## src/verilog/rob_cfg_pkg.sv

```systemverilog
// reorder buffer configuration
// sizes of the buffer and of the fields it carries, with their vector types
`default_nettype none

package rob_cfg_pkg;

	//----------------------------------------------------------------------
	// buffer geometry
	//----------------------------------------------------------------------
	localparam int ROB_DEPTH  = 32;
	localparam int ROB_IDX_W  = 5;
	localparam int ROB_PTR_W  = ROB_IDX_W + 1;	// extra wrap bit

	//----------------------------------------------------------------------
	// field widths of the surrounding core
	//----------------------------------------------------------------------
	localparam int PRF_IDX_W  = 6;	// physical register tag
	localparam int ARCH_REG_W = 5;
	localparam int FL_PTR_W   = 5;	// free list head pointer
	localparam int BR_MASK_W  = 4;
	localparam int XLEN       = 64;

	typedef logic [ROB_IDX_W-1:0]  rob_idx_t;
	typedef logic [ROB_PTR_W-1:0]  rob_ptr_t;
	typedef logic [PRF_IDX_W-1:0]  prf_tag_t;
	typedef logic [ARCH_REG_W-1:0] arch_reg_t;
	typedef logic [FL_PTR_W-1:0]   fl_ptr_t;
	typedef logic [BR_MASK_W-1:0]  br_mask_t;
	typedef logic [XLEN-1:0]       addr_t;

endpackage

`default_nettype wire

```

## src/verilog/rob_types_pkg.sv

```systemverilog
// reorder buffer bundles
// structs passed between the buffer blocks and the rest of the core
`default_nettype none

package rob_types_pkg;
	import rob_cfg_pkg::*;

	//----------------------------------------------------------------------
	// dispatch side
	//----------------------------------------------------------------------
	typedef struct packed {
		prf_tag_t  dest_tag;		// new mapping from the free list
		prf_tag_t  old_tag;			// previous mapping, freed on retire
		arch_reg_t arch_reg;
		fl_ptr_t   fl_head;			// free list head at dispatch
		logic      br_flag;
		logic      br_pred_taken;
		addr_t     br_pred_target;
		br_mask_t  br_mask;
		logic      halt;
		logic      illegal;
	} rob_dispatch_t;

	// one stored slot
	typedef struct packed {
		rob_dispatch_t info;
		logic          done;
	} rob_entry_t;

	//----------------------------------------------------------------------
	// retire side
	//----------------------------------------------------------------------
	typedef struct packed {
		logic      valid;
		prf_tag_t  dest_tag;		// goes to the arch map
		prf_tag_t  old_tag;			// goes back to the free list
		arch_reg_t arch_reg;
		logic      halt;
		logic      illegal;
	} rob_retire_t;

	//----------------------------------------------------------------------
	// branch resolution and recovery
	//----------------------------------------------------------------------
	typedef struct packed {
		logic     valid;
		rob_idx_t idx;
		logic     taken;
		addr_t    target;
	} rob_br_resolve_t;

	typedef struct packed {
		logic     valid;
		rob_idx_t idx;				// mispredicted branch, tail restarts after it
		br_mask_t br_mask;
		fl_ptr_t  fl_head;
	} rob_recover_t;

endpackage

`default_nettype wire

```

## src/verilog/rob_ptr_ctrl.sv

```systemverilog
// reorder buffer pointer control
// head and tail with wrap bit, full and stall, retire advance and branch rollback
`timescale 1ns/1ps
`default_nettype none

module rob_ptr_ctrl
	import rob_cfg_pkg::*;
	import rob_types_pkg::*;
(
	input  logic         clk,
	input  logic         rst,
	input  logic         dispatch_valid_i,
	input  logic         head_done_i,
	input  rob_recover_t recover_i,
	output logic         alloc_o,
	output logic         stall_o,
	output logic         retire_valid_o,
	output rob_idx_t     head_idx_o,
	output rob_idx_t     tail_idx_o
);

	rob_ptr_t head_r;
	rob_ptr_t tail_r;
	rob_ptr_t br_ptr;		// branch position with its wrap bit restored
	logic     empty;
	logic     full;

	assign empty = (head_r == tail_r);
	// same slot, different lap
	assign full  = (head_r[ROB_IDX_W-1:0] == tail_r[ROB_IDX_W-1:0]) &&
	               (head_r[ROB_IDX_W] != tail_r[ROB_IDX_W]);

	assign retire_valid_o = head_done_i & ~empty;
	assign stall_o        = full & ~retire_valid_o;	// a retiring head frees its slot now
	assign alloc_o        = dispatch_valid_i & ~stall_o & ~recover_i.valid;

	assign head_idx_o = head_r[ROB_IDX_W-1:0];
	assign tail_idx_o = tail_r[ROB_IDX_W-1:0];

	// the branch lies between head and tail, so its lap follows from the head
	assign br_ptr = {(recover_i.idx >= head_idx_o) ? head_r[ROB_IDX_W] : ~head_r[ROB_IDX_W],
	                 recover_i.idx};

	//----------------------------------------------------------------------
	// pointer update
	//----------------------------------------------------------------------
	always_ff @(posedge clk) begin
		if (rst) begin
			head_r <= '0;
			tail_r <= '0;
		end else begin
			if (retire_valid_o)
				head_r <= head_r + 1'b1;

			if (recover_i.valid)
				tail_r <= br_ptr + 1'b1;	// rollback wins over dispatch
			else if (alloc_o)
				tail_r <= tail_r + 1'b1;
		end
	end

endmodule

`default_nettype wire

```

## src/verilog/rob_entry_store.sv

```systemverilog
// reorder buffer entry storage
// tail write, completion marking, head retire and the read ports
`timescale 1ns/1ps
`default_nettype none

module rob_entry_store
	import rob_cfg_pkg::*;
	import rob_types_pkg::*;
(
	input  logic          clk,
	input  logic          rst,
	input  logic          alloc_i,
	input  rob_idx_t      tail_idx_i,
	input  rob_dispatch_t dispatch_i,
	input  rob_idx_t      head_idx_i,
	input  logic          complete_valid_i,
	input  rob_idx_t      complete_idx_i,
	input  rob_idx_t      br_idx_i,
	output logic          head_done_o,
	output rob_retire_t   retire_o,
	output rob_entry_t    br_entry_o
);

	logic [ROB_DEPTH-1:0] done_r;
	rob_dispatch_t        info_r [ROB_DEPTH];
	rob_dispatch_t        head_info;
	logic                 tail_clr;

	// the tail slot is free unless head and tail meet on a full buffer.
	// clearing it also drops done bits left behind by squashed entries
	assign tail_clr = alloc_i | (head_idx_i != tail_idx_i);

	assign head_info   = info_r[head_idx_i];
	assign head_done_o = done_r[head_idx_i];

	//----------------------------------------------------------------------
	// done bits
	//----------------------------------------------------------------------
	always_ff @(posedge clk) begin
		if (rst) begin
			done_r <= '0;
		end else begin
			if (head_done_o)
				done_r[head_idx_i] <= 1'b0;		// head retires, slot freed
			if (tail_clr)
				done_r[tail_idx_i] <= 1'b0;
			// completion last so it beats the head clear
			if (complete_valid_i)
				done_r[complete_idx_i] <= 1'b1;
		end
	end

	// payload only changes on allocation
	always_ff @(posedge clk) begin
		if (alloc_i)
			info_r[tail_idx_i] <= dispatch_i;
	end

	//----------------------------------------------------------------------
	// read ports
	//----------------------------------------------------------------------
	always_comb begin
		retire_o = '0;		// all fields zero while nothing retires
		if (head_done_o) begin
			retire_o.valid    = 1'b1;
			retire_o.dest_tag = head_info.dest_tag;
			retire_o.old_tag  = head_info.old_tag;
			retire_o.arch_reg = head_info.arch_reg;
			retire_o.halt     = head_info.halt;
			retire_o.illegal  = head_info.illegal;
		end
	end

	always_comb begin
		br_entry_o.info = info_r[br_idx_i];	// entry named by the branch unit
		br_entry_o.done = done_r[br_idx_i];
	end

endmodule

`default_nettype wire

```

## src/verilog/rob_branch_check.sv

```systemverilog
// reorder buffer branch check
// compares a resolved branch with its prediction and builds the recovery bundle
`timescale 1ns/1ps
`default_nettype none

module rob_branch_check
	import rob_cfg_pkg::*;
	import rob_types_pkg::*;
(
	input  rob_br_resolve_t br_resolve_i,
	input  rob_entry_t      br_entry_i,
	output rob_recover_t    recover_o,
	output logic            br_correct_o
);

	addr_t tgt_diff;
	logic  hit;
	logic  dir_miss;
	logic  tgt_miss;

	// only a live branch entry can be checked
	assign hit      = br_resolve_i.valid & br_entry_i.info.br_flag;
	assign dir_miss = br_resolve_i.taken != br_entry_i.info.br_pred_taken;
	assign tgt_diff = br_resolve_i.target ^ br_entry_i.info.br_pred_target;
	assign tgt_miss = |tgt_diff;

	always_comb begin
		recover_o    = '0;
		br_correct_o = 1'b0;
		if (hit) begin
			if (dir_miss | tgt_miss) begin
				// squash everything younger than the branch
				recover_o.valid   = 1'b1;
				recover_o.idx     = br_resolve_i.idx;
				recover_o.br_mask = br_entry_i.info.br_mask;
				recover_o.fl_head = br_entry_i.info.fl_head;
			end else begin
				br_correct_o = 1'b1;
			end
		end
	end

endmodule

`default_nettype wire

```

## src/verilog/rob.sv

```systemverilog
// reorder buffer top level
// pointer control, entry storage and branch check joined together
`timescale 1ns/1ps
`default_nettype none

module rob
	import rob_cfg_pkg::*;
	import rob_types_pkg::*;
(
	input  logic            clk,
	input  logic            rst,
	input  logic            dispatch_valid_i,
	input  rob_dispatch_t   dispatch_i,
	input  logic            complete_valid_i,
	input  rob_idx_t        complete_idx_i,
	input  rob_br_resolve_t br_resolve_i,
	output logic            stall_o,
	output rob_idx_t        tail_idx_o,
	output rob_retire_t     retire_o,
	output rob_recover_t    recover_o,
	output logic            br_correct_o
);

	logic       alloc;
	logic       head_done;
	rob_idx_t   head_idx;
	rob_entry_t br_entry;

	//----------------------------------------------------------------------
	// pointers
	//----------------------------------------------------------------------
	rob_ptr_ctrl ptr_ctrl_i (
		.clk              (clk),
		.rst              (rst),
		.dispatch_valid_i (dispatch_valid_i),
		.head_done_i      (head_done),
		.recover_i        (recover_o),
		.alloc_o          (alloc),
		.stall_o          (stall_o),
		.retire_valid_o   (),			// retire_o.valid carries this outward
		.head_idx_o       (head_idx),
		.tail_idx_o       (tail_idx_o)
	);

	//----------------------------------------------------------------------
	// storage
	//----------------------------------------------------------------------
	rob_entry_store entry_store_i (
		.clk              (clk),
		.rst              (rst),
		.alloc_i          (alloc),
		.tail_idx_i       (tail_idx_o),
		.dispatch_i       (dispatch_i),
		.head_idx_i       (head_idx),
		.complete_valid_i (complete_valid_i),
		.complete_idx_i   (complete_idx_i),
		.br_idx_i         (br_resolve_i.idx),
		.head_done_o      (head_done),
		.retire_o         (retire_o),
		.br_entry_o       (br_entry)
	);

	rob_branch_check branch_check_i (
		.br_resolve_i (br_resolve_i),
		.br_entry_i   (br_entry),
		.recover_o    (recover_o),	// also rolls back the tail
		.br_correct_o (br_correct_o)
	);

endmodule

`default_nettype wire

```

## config.mk

```make
export PLATFORM = sky130hd
export DESIGN_NAME = rob
export DESIGN_NICKNAME = d
export VERILOG_FILES = /design/src/verilog/rob_cfg_pkg.sv /design/src/verilog/rob_types_pkg.sv /design/src/verilog/rob_ptr_ctrl.sv /design/src/verilog/rob_entry_store.sv /design/src/verilog/rob_branch_check.sv /design/src/verilog/rob.sv
export SDC_FILE = /design/constraint.sdc
export NUM_CORES = 2
export LEC_CHECK = 0
export BUFFER_PORTS_ARGS = -buffer_cell sky130_fd_sc_hd__buf_2
export CORE_UTILIZATION = 39
export CTS_CLUSTER_DIAMETER = 120
export DETAILED_ROUTE_END_ITERATION = 10
export SYNTH_ARGS = -nofsm -noshare
export SYNTH_HDL_FRONTEND = slang
export SYNTH_SLANG_ARGS = --single-unit
```

## constraint.sdc

```tcl
create_clock -name clk -period 31.9 [get_ports clk]
set_input_delay 1.595 -clock clk [delete_from_list [all_inputs] [get_ports clk]]
set_output_delay 1.595 -clock clk [all_outputs]
set_load 0.03 [all_outputs]
```

# After elaboration in Yosys (flattened, before gate mapping)

Memory sizes are Yosys's and may differ from the RTL's. A register that Yosys moved wholly into a read port is not among the register bits.
Index checks and enable logic that the tools add are counted.

$add $sub $neg: 3
$lt $le $gt $ge: 7
Equality and inequality tests: 5
Multiplexer cells: 25
Bitwise operators: 18
Reduce and logical (&&, ||, !) cells: 6

Operators with widths:

| kind                                                                                | count |
|---|---|
| 32-bit two-way mux                                                                  | 5 |
| 32-bit AND                                                                          | 2 |
| 32-bit NOT                                                                          | 2 |
| 64-bit OR reduction                                                                 | 1 |
| 64-bit XOR                                                                          | 1 |
| 32-bit OR                                                                           | 1 |
| 15-bit two-way mux                                                                  | 2 |
| 20-bit two-way mux                                                                  | 1 |
| 6-bit by 1-bit adder with 6-bit output, second input constant                       | 3 |
| 5-bit by 6-bit < comparator with 1-bit output, second input constant                | 3 |
| 1-bit demux with 5-bit select                                                       | 3 |
| 5-bit by 1-bit greater-or-equal comparator with 1-bit output, second input constant | 3 |
| 6-bit two-way mux                                                                   | 2 |
| 5-bit two-way mux                                                                   | 2 |
| 1-bit two-way mux                                                                   | 9 |
| 6-bit equality test                                                                 | 1 |
| 1-bit AND                                                                           | 5 |
| 1-bit binary-select mux with 5-bit select                                           | 1 |
| 5-bit equality test                                                                 | 1 |
| 5-bit greater-or-equal comparator                                                   | 1 |
| 5-bit != test                                                                       | 1 |
| 1-bit NOT                                                                           | 5 |
| 1-bit logical AND                                                                   | 4 |
| 1-bit != test                                                                       | 2 |
| 2 further kinds                                                                     | 3 |

Flip-flop bits (word level): 44
Memory bits (writable): 3008
Input port bits: 174
Output and inout port bits: 42
Logic and storage cells: 68
Memories kept: 1

Memories:

| memory               | depth | bits a word | read ports | clocked after memory_dff | write ports | line                  | source |
|---|---|---|---|---|---|---|---|
| entry_store_i.info_r | 32    | 94          | 2          | 1                        | 1           | rob_entry_store.sv:25 | `rob_dispatch_t info_r [ROB_DEPTH];` |

# Logic depth before layout (Yosys ltp)

Word-level depth: 13
Mapped depth: 24
Mapped depth without buffers: 17

# Cells and area by module

From an unflattened synthesis, not the netlist that was laid out.

Cells, all modules: 5865
Area total of the unflattened synthesis: 123323.3 um^2

By module, submodules not included:

| module           | instances | cells each | area an instance (um^2) | sequential area each (um^2) |
|---|---|---|---|---|
| rob_entry_store  | 1         | 5620       | 121352.6                | 90967.2 |
| rob_ptr_ctrl     | 1         | 123        | 1031.0                  | 240.2 |
| rob_branch_check | 1         | 122        | 939.7                   | 0.0 |

# Least setup slack after synthesis

OpenSTA, ideal clock, no wires.

Path type: input to register
Start: input port br_resolve_i[65] in the netlist's numbering
End: memory entry_store_i.info_r[31][0] in the netlist's numbering, enable pin
Library setup time: 0.662 ns
Arrival: 11.017 ns
Data required time: 31.238 ns
Path slack: 20.222 ns
Cell stages on the path: 15
Path buffers: 5
Cell sequence: buf_6 > buf_6 > buf_4 > buf_2 > mux4_2 > a221oi_1 > xnor2_1 > o21ai_0 > a211oi_1 > nand4_1 > nor4_4 > a21o_1 > buf_4 > inv_1 > nor3_1

RTL lines:

| what            | line                  | source |
|---|---|---|
| start, declared | rob.sv:16             | `input rob_br_resolve_t br_resolve_i,` |
| end, declared   | rob_entry_store.sv:25 |  |

# Worst setup path after layout

Start: input port br_resolve_i[65] in the netlist's numbering
End: memory entry_store_i.info_r[24][55] in the netlist's numbering, enable pin

Longest elaborated chain between the ends: 10
Elaborated cells on any way between the ends: 12
Classes of those cells: 1 x eq/ne; 4 x mux; 5 x bitwise; 1 x reduce/logical; 1 x memory

Ends and longest elaborated chain:

| what                                        | line                   | source |
|---|---|---|
| memory 32 x 94 bit (*)                      | n/a                    |  |
| 64-bit XOR                                  | rob_branch_check.sv:24 | `assign tgt_diff = br_resolve_i.target ^ br_entry_i.info.br_pred_target;` |
| 64-bit OR reduction                         | rob_branch_check.sv:25 | `assign tgt_miss = \|tgt_diff;` |
| 1-bit OR                                    | rob_branch_check.sv:31 | `if (dir_miss \| tgt_miss) begin` |
| 15-bit two-way mux                          | rob_branch_check.sv:31 |  |
| 15-bit two-way mux (*)                      | rob_branch_check.sv:30 | `if (hit) begin` |
| 1-bit NOT (*)                               | rob_ptr_ctrl.sv:35     | `assign alloc_o = dispatch_valid_i & ~stall_o & ~recover_i.valid;` |
| 1-bit AND (*)                               | rob_ptr_ctrl.sv:35     |  |
| 1-bit two-way mux (*)                       | rob_entry_store.sv:55  | `if (alloc_i)` |
| 1-bit two-way mux (not written as such) (*) | rob_entry_store.sv:56  | `info_r[tail_idx_i] <= dispatch_i;` |

Every way passes the cells marked *; elsewhere a longest branch is shown, timed or not.

==> reports/metrics.cfg <==
[outcome]
status=completed

[logic_synthesis]
synth_sequential_area_ratio_pct=76.42
ys_seq_elements=3057
ys.warnings.count=0
synth_cells=5557
share_of_async_settable_or_async_resettable_flops_after_synthesis_pct=0
post_synth_instance_area_sq_um=119500
synth_top_cells_by_count=edfxtp_1 (3,008), mux4_2 (704), mux2i_1 (331)
synth_area_leader_cell=edfxtp_1
synth-edff-count=3008
dominantRegCellSynth=edfxtp_1
netlist-cell-type-count=86
synth.most_common_cell=edfxtp_1
postSynthAreaPerCell_sq_um=21.50
syn_nets=5740
synth_area_leaders=edfxtp_1 (76%), mux4_2 (13%), mux2i_1 (2.8%)
synth.top_cell.area_share_pct=75.60

[place]
globalplace.congestion=0.8465
pre_cts_slack_ps=20030
placed_cells_incl_taps=9682
io_port_bufs=215
dp_hpwl_mm=196.0

[timing]
totalNegativeSetupSlack_ps=0
grt_setup_unrepaired=false
maxClockFrequency_ghz=0.09109
post-route-min-period_ps=10980
setup_viol=0
final.period_utilization_pct=34.41
timing.hold.ws_ps=500.6
worst_slew_pin_slew_ps=1219
fin_skew_ps=70.99
final-max-slew-violation-count=0
max_slew_margin_pct=18.04
finalHoldViolations=0
postLayoutSetupSlackWorst_ps=20920

[grt]
antenna_found_initial=76
grt_util_overall_pct=23.04
grt_first_pass_wirelength_mm=495.5
grt_max_degree=104
globalRouteOverflowTotal=0
number_of_global_route_vias_before_repair=60740

[floorplanning]
core-area_sq_um=303800
floorplan.initialDensity_pct=39.33
die_w_um=555.5
die_h_um=555.5
die_area_sq_um=308600
num_io_pins=216
core.rowCount=202

[drt]
dr.first_iter.drc_count=8430
route.detailed.drc=0
route.detailed.vias_per_inst=6.020
vias=61650
antenna_left=0
postRouteWirelength_mm=359.3
drt_pass1_iterations=8
wl_per_cell_um=35.08

[clocking]
tritoncts.num_buffers=304
cts_hold_buf=0
cts_max_level=5
insertion_delay_ps=900
clock_tree.root_cell=clkbuf_16
post-cts-setup-buffer-count=0
post_cts_clock_slew_at_the_launch_and_capture_registers_of_the_worst_setup_and_hold_paths_ps=60
ctsResizeCount=0
clock_path_buffers=4
tritoncts=built
clkSinkCount=3057

[worst_setup_path]
worstPathMaxFanout=46
timing.critical_path.from_type=primary input
worstPathArrival_ps=11440
type_of_the_worst_setup_path=primary input to flop
timing.critical_path.required_ps=32360
critical_path.endpoint_type=flop
worst-r2r-setup-slack_ps=23920

[power_and_ir_drop]
static-leakage-power_nw=42.28
power.density_nw_per_um2=62.42
max-vdd-ir-drop_mv=0.04474

[cells_and_area]
layout-drive-gt1-share_pct=25.80
multi_input_comb_area_sq_um=26670
nets_finish=6091
finish.utilization_pct=44.46
syn_to_final_growth_pct=13.03
seq_area_sq_um=91320
post_layout_nonfiller_instances=10240
layout.filler_cells=25630

[run]
drv_cap=0

[min_path]
hp-class=flop to flop

per-stage QoR:
step           power [mW]  area, sq um
2_1_floorplan       4.814       119500
3_3_place_gp        5.025       125500
3_5_place_dp        5.032       125500
4_1_cts             8.473       135000
5_1_grt             8.637       135000
6_report            8.431       135100
cell type report:
type                       count  area share, %
clock inverter               170          1.115
sequential                  3057          67.62
inverter                      20        0.06114
timing repair buffer         356          1.731
multi-input combinational   2169          19.75
antenna                       22        0.04076
clock buffer                 368          5.905
tap                         4080          3.780
power breakdown:
group	switching, mW	internal [mW]
logic	0.326	0.148
registers	0.0129	4.46
clock network	1.51	1.97
kinds of logic after synthesis:
logic type / Yosys count / share of synthesized area, %
mux: 1068 / 16.37
flops: 3057 / 76.42
buf+inv: 331 / 1.496
fa+ha+maj: 9 / 0.09424
compound gates: 494 / 2.952
simple gates: 532 / 2.192
xor+xnor: 66 / 0.4838
layer usage:
layer / up-vias / wire, um / GRT usage [%]
met3: 673 / 33620 / 4.612
met4: 58 / 11810 / 7.560
met2: 3337 / 173200 / 37.30
li1: 24190 / - / -
met1: 33400 / 140300 / 31.27
met5: - / 351 / 0
flip-flops by register name (all words and copies together), names as in the netlist, named ones only:
name                  flops
ptr_ctrl_i.head_r         6
entry_store_i.info_r   3008
ptr_ctrl_i.tail_r         6
entry_store_i.done_r     32
worst paths after layout:
kind / to / cells after the start / from
worst max register to register: entry_store_i.info_r[24][55]$_DFFE_PP_ / 14 / entry_store_i.info_r[15][43]$_DFFE_PP_
worst min-delay path: entry_store_i.done_r[31]$_SDFF_PP0_ / 2 / entry_store_i.done_r[31]$_SDFF_PP0_
worst min register to register: entry_store_i.done_r[31]$_SDFF_PP0_ / 2 / entry_store_i.done_r[31]$_SDFF_PP0_
worst max-delay path: entry_store_i.info_r[24][55]$_DFFE_PP_ / 19 / br_resolve_i[65]
critical path: stages:
cell      delay [ps]
buf_8            310
buf_4            610
buf_4            780
buf_4            870
mux4_2           370
o32ai_1           90
nor4_1           550
xnor2_1          230
nand2_1          250
nor4_1           920
nand4b_1         330
nor4_4           600
a21o_1           210
buf_4            370
and2_4           270
nand2_2          280
nor2_4           760
buf_4            950
buf_4            780
cell usage in the layout, fill, tap and decap left out, types with 21 or more instances in the layout:
master and count:
a21oi_1 76, a221oi_1 52, a22o_1 21, a22oi_1 102, buf_2 210, buf_4 129
bufinv_16 23, clkbuf_1 58, clkbuf_16 310, clkinv_1 65, clkinv_2 61, dfxtp_1 45
diode_2 22, edfxtp_1 3008, mux2_2 32, mux2i_1 331, mux4_2 704, nand2_1 190
nand3_1 45, nor2_1 74, nor2_4 31, nor2b_1 21, o21ai_0 69, o22ai_1 34
xnor2_1 31, xor2_1 35
(Power assumes the default switching activity.)
